## src/hdl/phase_macros.svh

```systemverilog
`ifndef PHASE_MACROS_SVH
`define PHASE_MACROS_SVH

// phase target and counter width
`define PHASE_WIDTH 8

// phase restored by the default opcode
`define PHASE_DEFAULT 8'h00

// psclk cycles spent waiting for psdone before giving up
`define PS_DONE_TIMEOUT 64

// wide enough to count up to the done timeout
`define PS_CNT_WIDTH 7

// psclk cycles from reset release until the engine reports lock
`define PS_LOCK_CYCLES 16

`endif

```

## src/hdl/phase_pkg.sv

```systemverilog
`include "phase_macros.svh"

package phase_pkg;

    // host opcodes
    typedef enum logic [1:0] {
        OP_SET_ABS  = 2'd0,  // value becomes the new target
        OP_STEP_REL = 2'd1,  // target plus value, wraps
        OP_DEFAULT  = 2'd2,  // back to default phase
        OP_CLEAR    = 2'd3   // drop sticky flags only
    } phase_op_e;

    // stepper fsm
    typedef enum logic [1:0] {
        ST_IDLE      = 2'd0,  // counter matches target
        ST_START     = 2'd1,  // compare and maybe issue psen
        ST_WAIT_DONE = 2'd2   // one step in flight
    } step_state_e;

    // accepted command, registered in the decoder
    typedef struct packed {
        logic [`PHASE_WIDTH-1:0] new_target;  // also the current target
        logic                    load;        // one cycle, start stepping
        logic                    clear;       // one cycle, clear flags
    } phase_cmd_t;

    // host visible status word
    typedef struct packed {
        logic [`PHASE_WIDTH-1:0] phase;         // confirmed counter
        logic                    ready;
        logic                    busy;
        logic                    cmd_rejected;  // sticky
        logic                    timeout;       // sticky
    } phase_status_t;

endpackage

```

## src/hdl/phase_cmd_decoder.sv

```systemverilog
`timescale 1ns/1ps
`include "phase_macros.svh"

module phase_cmd_decoder
    import phase_pkg::*;
(
    input  logic                    psclk,
    input  logic                    rst,
    input  logic                    cmd_valid,  // single cycle strobe
    input  phase_op_e               cmd_op,
    input  logic [`PHASE_WIDTH-1:0] cmd_value,  // two's complement
    input  logic                    ready,      // from status block
    output phase_cmd_t              cmd,
    output logic                    rejected    // pulse, strobe while busy
);

    logic                    accept;       // strobe taken this cycle
    logic                    op_is_clear;
    logic [`PHASE_WIDTH-1:0] cur_target;   // last accepted target
    logic [`PHASE_WIDTH-1:0] rel_target;   // wrapping sum for relative steps
    logic [`PHASE_WIDTH-1:0] next_target;

    assign accept      = cmd_valid && ready;
    assign op_is_clear = (cmd_op == OP_CLEAR);

    // the registered command field doubles as the target register
    assign cur_target = cmd.new_target;

    // carry out dropped on purpose, phase wraps
    assign rel_target = cur_target + cmd_value;

    always_comb begin
        case (cmd_op)
            OP_SET_ABS:  next_target = cmd_value;        // absolute load
            OP_STEP_REL: next_target = rel_target;       // relative move
            OP_DEFAULT:  next_target = `PHASE_DEFAULT;   // home position
            OP_CLEAR:    next_target = cur_target;       // target untouched
            default:     next_target = cur_target;
        endcase
    end

    // command register, load and clear are one cycle wide
    always_ff @(posedge psclk or posedge rst) begin
        if (rst) begin
            cmd.new_target <= '0;  // counter also starts at 0
            cmd.load       <= 1'b0;
            cmd.clear      <= 1'b0;
        end else begin
            cmd.load  <= accept && !op_is_clear;  // only moves go to the stepper
            cmd.clear <= accept && op_is_clear;
            if (accept) begin
                cmd.new_target <= next_target;
            end
        end
    end

    // strobes while not ready are dropped, never queued
    always_ff @(posedge psclk or posedge rst) begin
        if (rst) begin
            rejected <= 1'b0;
        end else begin
            rejected <= cmd_valid && !ready;  // status makes it sticky
        end
    end

endmodule

```

## src/hdl/phase_stepper.sv

```systemverilog
`timescale 1ns/1ps
`include "phase_macros.svh"

module phase_stepper
    import phase_pkg::*;
(
    input  logic                    psclk,
    input  logic                    rst,
    input  phase_cmd_t              cmd,        // from decoder
    input  logic                    psdone,     // engine step finished
    output logic                    psen,       // one cycle per step
    output logic                    psincdec,   // 1 = increment
    output logic [`PHASE_WIDTH-1:0] phase,      // confirmed phase counter
    output logic                    busy,
    output logic                    step_done,  // counter reached target
    output logic                    timeout     // psdone never came
);

    step_state_e                state;
    logic [`PHASE_WIDTH-1:0]    target;        // copy taken at load
    logic [`PHASE_WIDTH:0]      diff;          // one extra bit for the sign
    logic                       diff_nz;
    logic                       psdone_r;      // adds the second cycle after psdone
    logic                       last_inc;      // direction of the step in flight
    logic [`PS_CNT_WIDTH-1:0]   wait_cnt;      // cycles spent in ST_WAIT_DONE
    logic                       wait_expired;

    // both operands sign extended so the msb gives the direction
    assign diff    = {target[`PHASE_WIDTH-1], target} - {phase[`PHASE_WIDTH-1], phase};
    assign diff_nz = |diff;

    assign psen      = (state == ST_START) && diff_nz;  // only when there is distance left
    assign psincdec  = psen && !diff[`PHASE_WIDTH];     // valid with psen, low otherwise
    assign busy      = (state != ST_IDLE);
    assign step_done = (state == ST_START) && !diff_nz; // status turns this into settled

    assign wait_expired = (wait_cnt == `PS_CNT_WIDTH'(`PS_DONE_TIMEOUT - 1));
    assign timeout      = (state == ST_WAIT_DONE) && !psdone_r && wait_expired;

    // engine done pulse registered once
    always_ff @(posedge psclk or posedge rst) begin
        if (rst) begin
            psdone_r <= 1'b0;
        end else begin
            psdone_r <= psdone;
        end
    end

    // target captured only when idle, ready keeps loads out otherwise
    always_ff @(posedge psclk or posedge rst) begin
        if (rst) begin
            target <= '0;
        end else if ((state == ST_IDLE) && cmd.load) begin
            target <= cmd.new_target;
        end
    end

    // step fsm
    always_ff @(posedge psclk or posedge rst) begin
        if (rst) begin
            state <= ST_IDLE;
        end else begin
            case (state)
                ST_IDLE: begin
                    if (cmd.load) begin
                        state <= ST_START;  // first compare next cycle
                    end
                end
                ST_START: begin
                    if (diff_nz) begin
                        state <= ST_WAIT_DONE;  // psen went out this cycle
                    end else begin
                        state <= ST_IDLE;       // arrived
                    end
                end
                ST_WAIT_DONE: begin
                    if (psdone_r) begin
                        state <= ST_START;      // next step or finish
                    end else if (wait_expired) begin
                        state <= ST_IDLE;       // abort the move
                    end
                end
                default: state <= ST_IDLE;
            endcase
        end
    end

    // counter moves when a step is issued, backs out a step that never completed
    always_ff @(posedge psclk or posedge rst) begin
        if (rst) begin
            phase    <= '0;
            last_inc <= 1'b0;
        end else if (psen) begin
            phase    <= psincdec ? phase + 1'b1 : phase - 1'b1;
            last_inc <= psincdec;
        end else if (timeout) begin
            phase <= last_inc ? phase - 1'b1 : phase + 1'b1;  // undo unconfirmed step
        end
    end

    // done watchdog, restarts with every issued step
    always_ff @(posedge psclk or posedge rst) begin
        if (rst) begin
            wait_cnt <= '0;
        end else if (state != ST_WAIT_DONE) begin
            wait_cnt <= '0;
        end else if (!wait_expired) begin
            wait_cnt <= wait_cnt + 1'b1;
        end
    end

endmodule

```

## src/hdl/phase_status.sv

```systemverilog
`timescale 1ns/1ps
`include "phase_macros.svh"

module phase_status
    import phase_pkg::*;
(
    input  logic                    psclk,
    input  logic                    rst,
    input  logic                    locked,     // clock manager lock
    input  logic                    busy,       // stepper not idle
    input  logic [`PHASE_WIDTH-1:0] phase,
    input  logic                    step_done,
    input  logic                    timeout,    // one cycle from the stepper
    input  logic                    rejected,   // one cycle from the decoder
    input  phase_cmd_t              cmd,
    output logic                    ready,
    output phase_status_t           status,
    output logic                    settled     // one cycle pulse
);

    logic rejected_flag;  // sticky until OP_CLEAR
    logic timeout_flag;   // sticky until OP_CLEAR

    // cmd.load covers the cycle between accept and stepper start
    assign ready = locked && !busy && !cmd.load;

    // sticky flags, a new event wins over a clear in the same cycle
    always_ff @(posedge psclk or posedge rst) begin
        if (rst) begin
            rejected_flag <= 1'b0;
            timeout_flag  <= 1'b0;
        end else begin
            rejected_flag <= (rejected_flag && !cmd.clear) || rejected;
            timeout_flag  <= (timeout_flag && !cmd.clear) || timeout;
        end
    end

    // end of a move, normal or aborted
    always_ff @(posedge psclk or posedge rst) begin
        if (rst) begin
            settled <= 1'b0;
        end else begin
            settled <= step_done || timeout;
        end
    end

    assign status = '{
        phase:        phase,
        ready:        ready,
        busy:         busy,
        cmd_rejected: rejected_flag,
        timeout:      timeout_flag
    };

endmodule

```

## src/hdl/phase_shift_ctrl.sv

```systemverilog
`timescale 1ns/1ps
`include "phase_macros.svh"

module phase_shift_ctrl
    import phase_pkg::*;
(
    input  logic                    psclk,
    input  logic                    rst,        // async, active high
    input  logic                    cmd_valid,
    input  phase_op_e               cmd_op,
    input  logic [`PHASE_WIDTH-1:0] cmd_value,
    output phase_status_t           status,
    output logic                    settled,
    output logic                    psen,       // to clock manager PSEN
    output logic                    psincdec,   // to clock manager PSINCDEC
    input  logic                    psdone,     // from clock manager PSDONE
    input  logic                    locked      // from clock manager LOCKED
);

    phase_cmd_t              cmd;        // decoder to stepper and status
    logic                    ready;      // status back to decoder
    logic                    rejected;
    logic                    busy;
    logic                    step_done;
    logic                    timeout;
    logic [`PHASE_WIDTH-1:0] phase;

    phase_cmd_decoder decoder_i (
        .psclk     (psclk),
        .rst       (rst),
        .cmd_valid (cmd_valid),
        .cmd_op    (cmd_op),
        .cmd_value (cmd_value),
        .ready     (ready),
        .cmd       (cmd),
        .rejected  (rejected)
    );

    phase_stepper stepper_i (
        .psclk     (psclk),
        .rst       (rst),
        .cmd       (cmd),
        .psdone    (psdone),
        .psen      (psen),
        .psincdec  (psincdec),
        .phase     (phase),
        .busy      (busy),
        .step_done (step_done),
        .timeout   (timeout)
    );

    phase_status status_i (
        .psclk     (psclk),
        .rst       (rst),
        .locked    (locked),
        .busy      (busy),
        .phase     (phase),
        .step_done (step_done),
        .timeout   (timeout),
        .rejected  (rejected),
        .cmd       (cmd),
        .ready     (ready),
        .status    (status),
        .settled   (settled)
    );

endmodule

```

## config.mk

```make
export PLATFORM = sky130hd
export DESIGN_NAME = phase_shift_ctrl
export DESIGN_NICKNAME = d
export VERILOG_FILES = /design/src/hdl/phase_pkg.sv /design/src/hdl/phase_cmd_decoder.sv /design/src/hdl/phase_stepper.sv /design/src/hdl/phase_status.sv /design/src/hdl/phase_shift_ctrl.sv
export VERILOG_INCLUDE_DIRS = /design/src /design/src/hdl
export SDC_FILE = /design/constraint.sdc
export NUM_CORES = 1
export LEC_CHECK = 0
export ABC_CLOCK_PERIOD_IN_PS = 2800
export BUFFER_PORTS_ARGS = -buffer_cell sky130_fd_sc_hd__buf_2
export CORE_MARGIN = 2
export CORE_UTILIZATION = 41
export DETAILED_ROUTE_END_ITERATION = 16
export PLACE_DENSITY_LB_ADDON = 0.12
export SLEW_MARGIN = 20
export SYNTH_ARGS = -nofsm -noshare
export SYNTH_HDL_FRONTEND = slang
export SYNTH_HIERARCHICAL = 1
export SYNTH_SLANG_ARGS = --single-unit
export TNS_END_PERCENT = 1
```

## constraint.sdc

```tcl
create_clock -name psclk -period 2.8 [get_ports psclk]
set_clock_uncertainty 0.1 [all_clocks]
set_input_delay 0.7 -clock psclk [delete_from_list [all_inputs] [get_ports psclk]]
set_output_delay 0.7 -clock psclk [all_outputs]
set_load 0.03 [all_outputs]
```

After elaboration in Yosys (flattened, before gate mapping)
Index checks and enable logic that the tools add are counted.

word-level totals
  register bits after elaboration = 41
  bits of input ports = 15

operators by class
  add/sub/neg operators = 5
  equal/unequal tests = 10
  multiplexer cells = 12
  bitwise logic cells = 1
  reduce and logical (&&, ||, !) cells = 32

operator list
  cell                                                                number
  8-bit two-way mux                                                   4
  8-bit case mux with 3 select lines                                  1
  1-bit logical AND                                                   14
  7-bit two-way mux                                                   2
  9-bit OR reduction                                                  1
  8-bit by 8-bit subtractor with 9-bit output                         1
  8-bit by 1-bit adder with 8-bit output, second input constant       1
  8-bit adder                                                         1
  1-bit zero test                                                     8
  2-bit two-way mux                                                   4
  8-bit by 1-bit subtractor with 8-bit output, second input constant  1
  7-bit by 1-bit adder with 7-bit output, second input constant       1
  7-bit by 6-bit == test with 1-bit output, second input constant     1
  2-bit == test, second input constant                                3
  2-bit != test, second input constant                                3
  2-bit case mux with 3 select lines                                  1
  2-bit by 1-bit == test with 1-bit output, second input constant     2
  2-bit zero test                                                     2
  2-bit AND reduction                                                 2
  2-bit nonzero test                                                  2
  1-bit logical OR                                                    3
  3-bit by 1-bit != test with 1-bit output, second input constant     1
  1-bit NOT                                                           1

Logic depth before layout (Yosys ltp)
  depth after elaboration = 6
  mapped depth = 10

Hierarchy
The synthesis kept the hierarchy.

by module, submodules not included
  module             instances  cells an instance  area an instance (um^2)  sequential area each (um^2)
  phase_stepper      1          182                1,770.4                  675.6
  phase_cmd_decoder  1          96                 860.8                    275.3
  phase_status       1          21                 206.4                    75.1

Worst setup path before layout
No wires, ideal clock.

  path kind = register to output
  from = register stepper_i.phase[4]
  to = output psincdec
  data arrival time = 2.298 ns
  path slack = -0.298 ns
  stages on the path, launching flop included = 8
  buffers on the path = 0
  path through = dfrtp_1 -> inv_1 -> ha_1 -> o2111ai_1 -> and2_1 -> o311ai_4 -> o21ai_1 -> nor2_1

between the ends
  word-level cells in the longest chain between the ends = 4

RTL lines
  item                                             RTL line                RTL
  start: declaration                               phase_stepper.sv:13     output logic [`PHASE_WIDTH-1:0] phase,
  start signal: assignment                         phase_stepper.sv:94     phase <= psincdec ? phase + 1'b1 : phase - 1'b1;
  start signal: assignment                         phase_stepper.sv:97     phase <= last_inc ? phase - 1'b1 : phase + 1'b1;
  8-bit by 8-bit subtractor with 9-bit output (*)  phase_stepper.sv:29     assign diff = {target[`PHASE_WIDTH-1], target} - {phase[`PHASE_WIDTH-1], phase};
  9-bit OR reduction                               phase_stepper.sv:30     assign diff_nz = |diff;
  1-bit logical AND                                phase_stepper.sv:32     assign psen = (state == ST_START) && diff_nz;
  1-bit logical AND (*)                            phase_stepper.sv:33     assign psincdec = psen && !diff[`PHASE_WIDTH];
  end: declaration                                 phase_shift_ctrl.sv:15  output logic psincdec,

Every way passes the cells marked *; elsewhere a longest branch is shown, timed or not.

Worst setup path in the final report
  from = register stepper_i.phase[5]
  to = output psen

between the ends
  word-level cells in the longest chain between the ends = 3

RTL lines
  item                                         RTL line                RTL
  8-bit by 8-bit subtractor with 9-bit output  phase_stepper.sv:29
  9-bit OR reduction                           phase_stepper.sv:30
  1-bit logical AND                            phase_stepper.sv:32
  end: declaration                             phase_shift_ctrl.sv:14  output logic psen,

No other way between the ends.

==> impl_metrics.yaml <==
status:
  status: "finished, violations left"
  violations: "negative setup slack"
synth:
  syn_inst: 299
  netlist_area_sq_um: 2840
  synth_nets: 335
  yosysWarnings: 6
  ys_seq_area_frac: 0.362
  synth_ff_type: "dfrtp_1"
  ys_types: 61
  yosysTopAreaCell: "dfrtp_1"
  async_reset_ff_frac: 1.00
  ys_ff_latch: 41
  synth.area.top_cells: "dfrtp_1, ha_1, a21oi_1"
  synth_edf_count: 0
  syn_area_per_cell_sq_um: 9.49
  synth_top_area_frac: 0.362
layout:
  n_antenna_cell: 0
  layout-drive-gt1-share: 0.313
  register_area_sq_um: 1030
  area.growth.synth_to_final_pct: 22.3
  fin_area_sq_um: 3470
  multi_input_area_sq_um: 1730
  fin_nets: 386
  n_fill_cell: 635
power_and_ir_drop:
  finalPower_mw: 4.00
  p_leak_nw: 1.61
  peakVddDrop_uv: 404
  powerDensity_nw_per_um2: 1150
critical_path:
  endpoint_kind: "output pin"
  critPathArrivalTime_ps: 2210
  path_max_fanout: 3
  critical_path_class: "register to output pin"
  cp-start-kind: "register"
  required_ps: 2000
clock_network:
  clock_path_buffers: 2
  cts_max_level: 2
  worstSkewPairLatency_ps: 290
  cts_tree: "done"
  cts-root-buf: "clkbuf_8"
  clkTransAtPathRegs_ps: 80
  numCtsBuffers: 5
  clock-sinks: 41
  hold_buffers: 0
global_route:
  antenna_found_initial: 0
  first_global_vias: 2278
  grt_usage: 0.175
  grt_overflow: 0
  grt_pass1_wl_um: 10600
  grt_max_degree: 28
sta:
  setup_viol: 2
  drv_slew: 0
  fin_ws_ps: -208
  post-route-min-period_ps: 3010
  rsz0062_at_grt: "true"
  fmax_mhz: 332
  maxSlewHeadroom: 0.715
  fin_crit_sh: 1.07
  max_slew.worst_pin.slew_ps: 426
  hold_viol: 0
detailed_routing:
  drcViolationCount: 0
  wl_per_cell_um: 14.4
  dr.pass1.iters: 4
  viasPerCell: 5.32
  antenna_left: 0
  drt_iter0_drc: 73
  wirelength_um: 6200
  via_count: 2291
floorplanning:
  rows: 30
  top_level_ports: 30
  coreArea_sq_um: 6760
  die_w_um: 87.2
  initial_core_util: 0.420
  dieArea_sq_um: 7600
  fp.dieH_um: 87.2
worst_hold_path:
  hold_class: "input pin to asynchronous set/reset pin"
run:
  cap_violations: 0
place:
  io_buffers: 29
  place_area_sq_um: 3210
  place.gp.congestion: 0.857
  dp_hpwl_um: 4800
==> timing repair <==
item,4_1_cts,5_1_grt
setup buffers,5,2
endpoints found under the setup margin,3,5
pin swaps,7,6
gates resized for setup,14,3
gates cloned,0,0
==> critical path, stage by stage (launching register included) <==
cell      delay (ps)
dfrtp_1          390
inv_1            150
ha_4             230
a211oi_1         190
or3_1            150
o2111a_2         230
o311ai_4         130
o31ai_4          260
inv_2             60
buf_6            140
==> where the power goes <==
group	internal (mW)	leakage [nW]	switching, mW	total (mW)
logic	1.20	1.03	1.36	2.56
clock network	0.291	0.0585	0.197	0.487
registers	0.794	0.516	0.161	0.955
==> per-layer routing <==
layer,GRT usage,vias to the layer above,share of wire
li1,-,1163,-
met4,0.0378,0,0.0068
met2,0.291,33,0.46
met1,0.239,1091,0.50
met3,0.0332,4,0.031
met5,0,-,0
==> registers in the layout, indices dropped and copies added (netlist names) <==
register and flops:
decoder_i/rejected 1, status_i/settled 1, stepper_i/psdone_r 1, stepper_i/last_inc 1
decoder_i/cmd 2, stepper_i/state 2, decoder_i/cur_target 8, stepper_i/wait_cnt 7
stepper_i/target 8, status_i/rejected_flag 1, stepper_i/phase 8, status_i/timeout_flag 1
==> kinds of logic after synthesis <==
logic type	share of synthesized area
and+or+nand+nor	0.180
AOI/OAI and AO/OA	0.201
buffers and inverters	0.0719
DFF	0.362
adders and majority gates	0.0952
xor gates and xnor gates	0.0556
muxes	0.0348
==> area by class of cell <==
cell class	instances	area share
Timing Repair Buffer	62	0.117
Clock buffer	7	0.0249
Sequential cell	41	0.296
Clock inverter	1	0.00865
Tap cell	80	0.0288
Multi-Input combinational cell	216	0.499
Inverter	24	0.0260
==> Yosys cell counts, drive strengths merged (2+ instances only) <==
cell	instances
a2111oi	3
clkbuf	5
nor2	18
nand3b	2
a31oi	2
nor3	5
and3	6
a211oi	5
o21a	2
o211a	2
dfrtp	41
mux2	7
nand2	19
a21oi	27
nor2b	6
o22ai	2
nand4	4
xnor2	12
a31o	2
or3	5
inv	24
xor2	6
nor4	3
o21ai	13
mux2i	2
nor3b	2
o31ai	3
or2	4
buf	13
a21o	8
ha	20
nand2b	4
nand3	5
==> layout by cell type, fill, tap and decap left out, types with 3 or more instances in the layout <==
| master | Yosys | layout |
|---|---|---|
| a211oi_1 | 5 | 5 |
| a21o_1 | 8 | 8 |
| a21oi_1 | 25 | 24 |
| a21oi_2 | 2 | 3 |
| and3_1 | 6 | 6 |
| buf_2 | 1 | 27 |
| buf_4 | 12 | 33 |
| clkbuf_8 | 0 | 6 |
| dfrtp_1 | 41 | 41 |
| ha_1 | 20 | 14 |
| ha_4 | 0 | 5 |
| inv_1 | 23 | 20 |
| inv_2 | 1 | 4 |
| mux2_2 | 7 | 7 |
| nand2_1 | 18 | 18 |
| nand2b_1 | 4 | 4 |
| nand3_1 | 5 | 5 |
| nand4_1 | 4 | 4 |
| nor2_1 | 18 | 17 |
| nor2b_1 | 5 | 4 |
| nor3_1 | 5 | 5 |
| o21ai_0 | 8 | 8 |
| o21ai_1 | 5 | 3 |
| or3_1 | 5 | 5 |
| xnor2_1 | 12 | 11 |
| xor2_1 | 6 | 6 |
==> metrics by stage <==
stage / setup TNS [ps] / hold slack, ps / instances / util / setup slack (ps)
finish: -382 / 181 / 431 / 0.514 / -208
global route: -693 / 185 / 431 / 0.514 / -304
CTS: -590 / 177 / 429 / 0.508 / -304
detailed placement: -186 / 317 / 416 / 0.475 / -92.2
global placement: -69.5 / 323 / 416 / 0.475 / -44.8
floorplan: -12.2 / 304 / 299 / - / -12.2
==> path summary, 6_finish.rpt <==
check,endpoint,depth (start not counted),slack [ps],from
worst max register to register,stepper_i/phase[7]$_DFFE_PP0P_,11,30,stepper_i/phase[5]$_DFFE_PP0P_
worst min-delay path,status_i/rejected_flag$_DFF_PP0_,2,180,rst
max in group asynchronous,stepper_i/phase[3]$_DFFE_PP0P_,3,1940,rst
worst max-delay path,psen,9,-210,stepper_i/phase[5]$_DFFE_PP0P_
min in group psclk,status_i/rejected_flag$_DFF_PP0_,1,330,decoder_i/rejected$_DFF_PP0_
worst min register to register,status_i/rejected_flag$_DFF_PP0_,1,330,decoder_i/rejected$_DFF_PP0_
No activity file was read; power rests on OpenSTA's default activity.
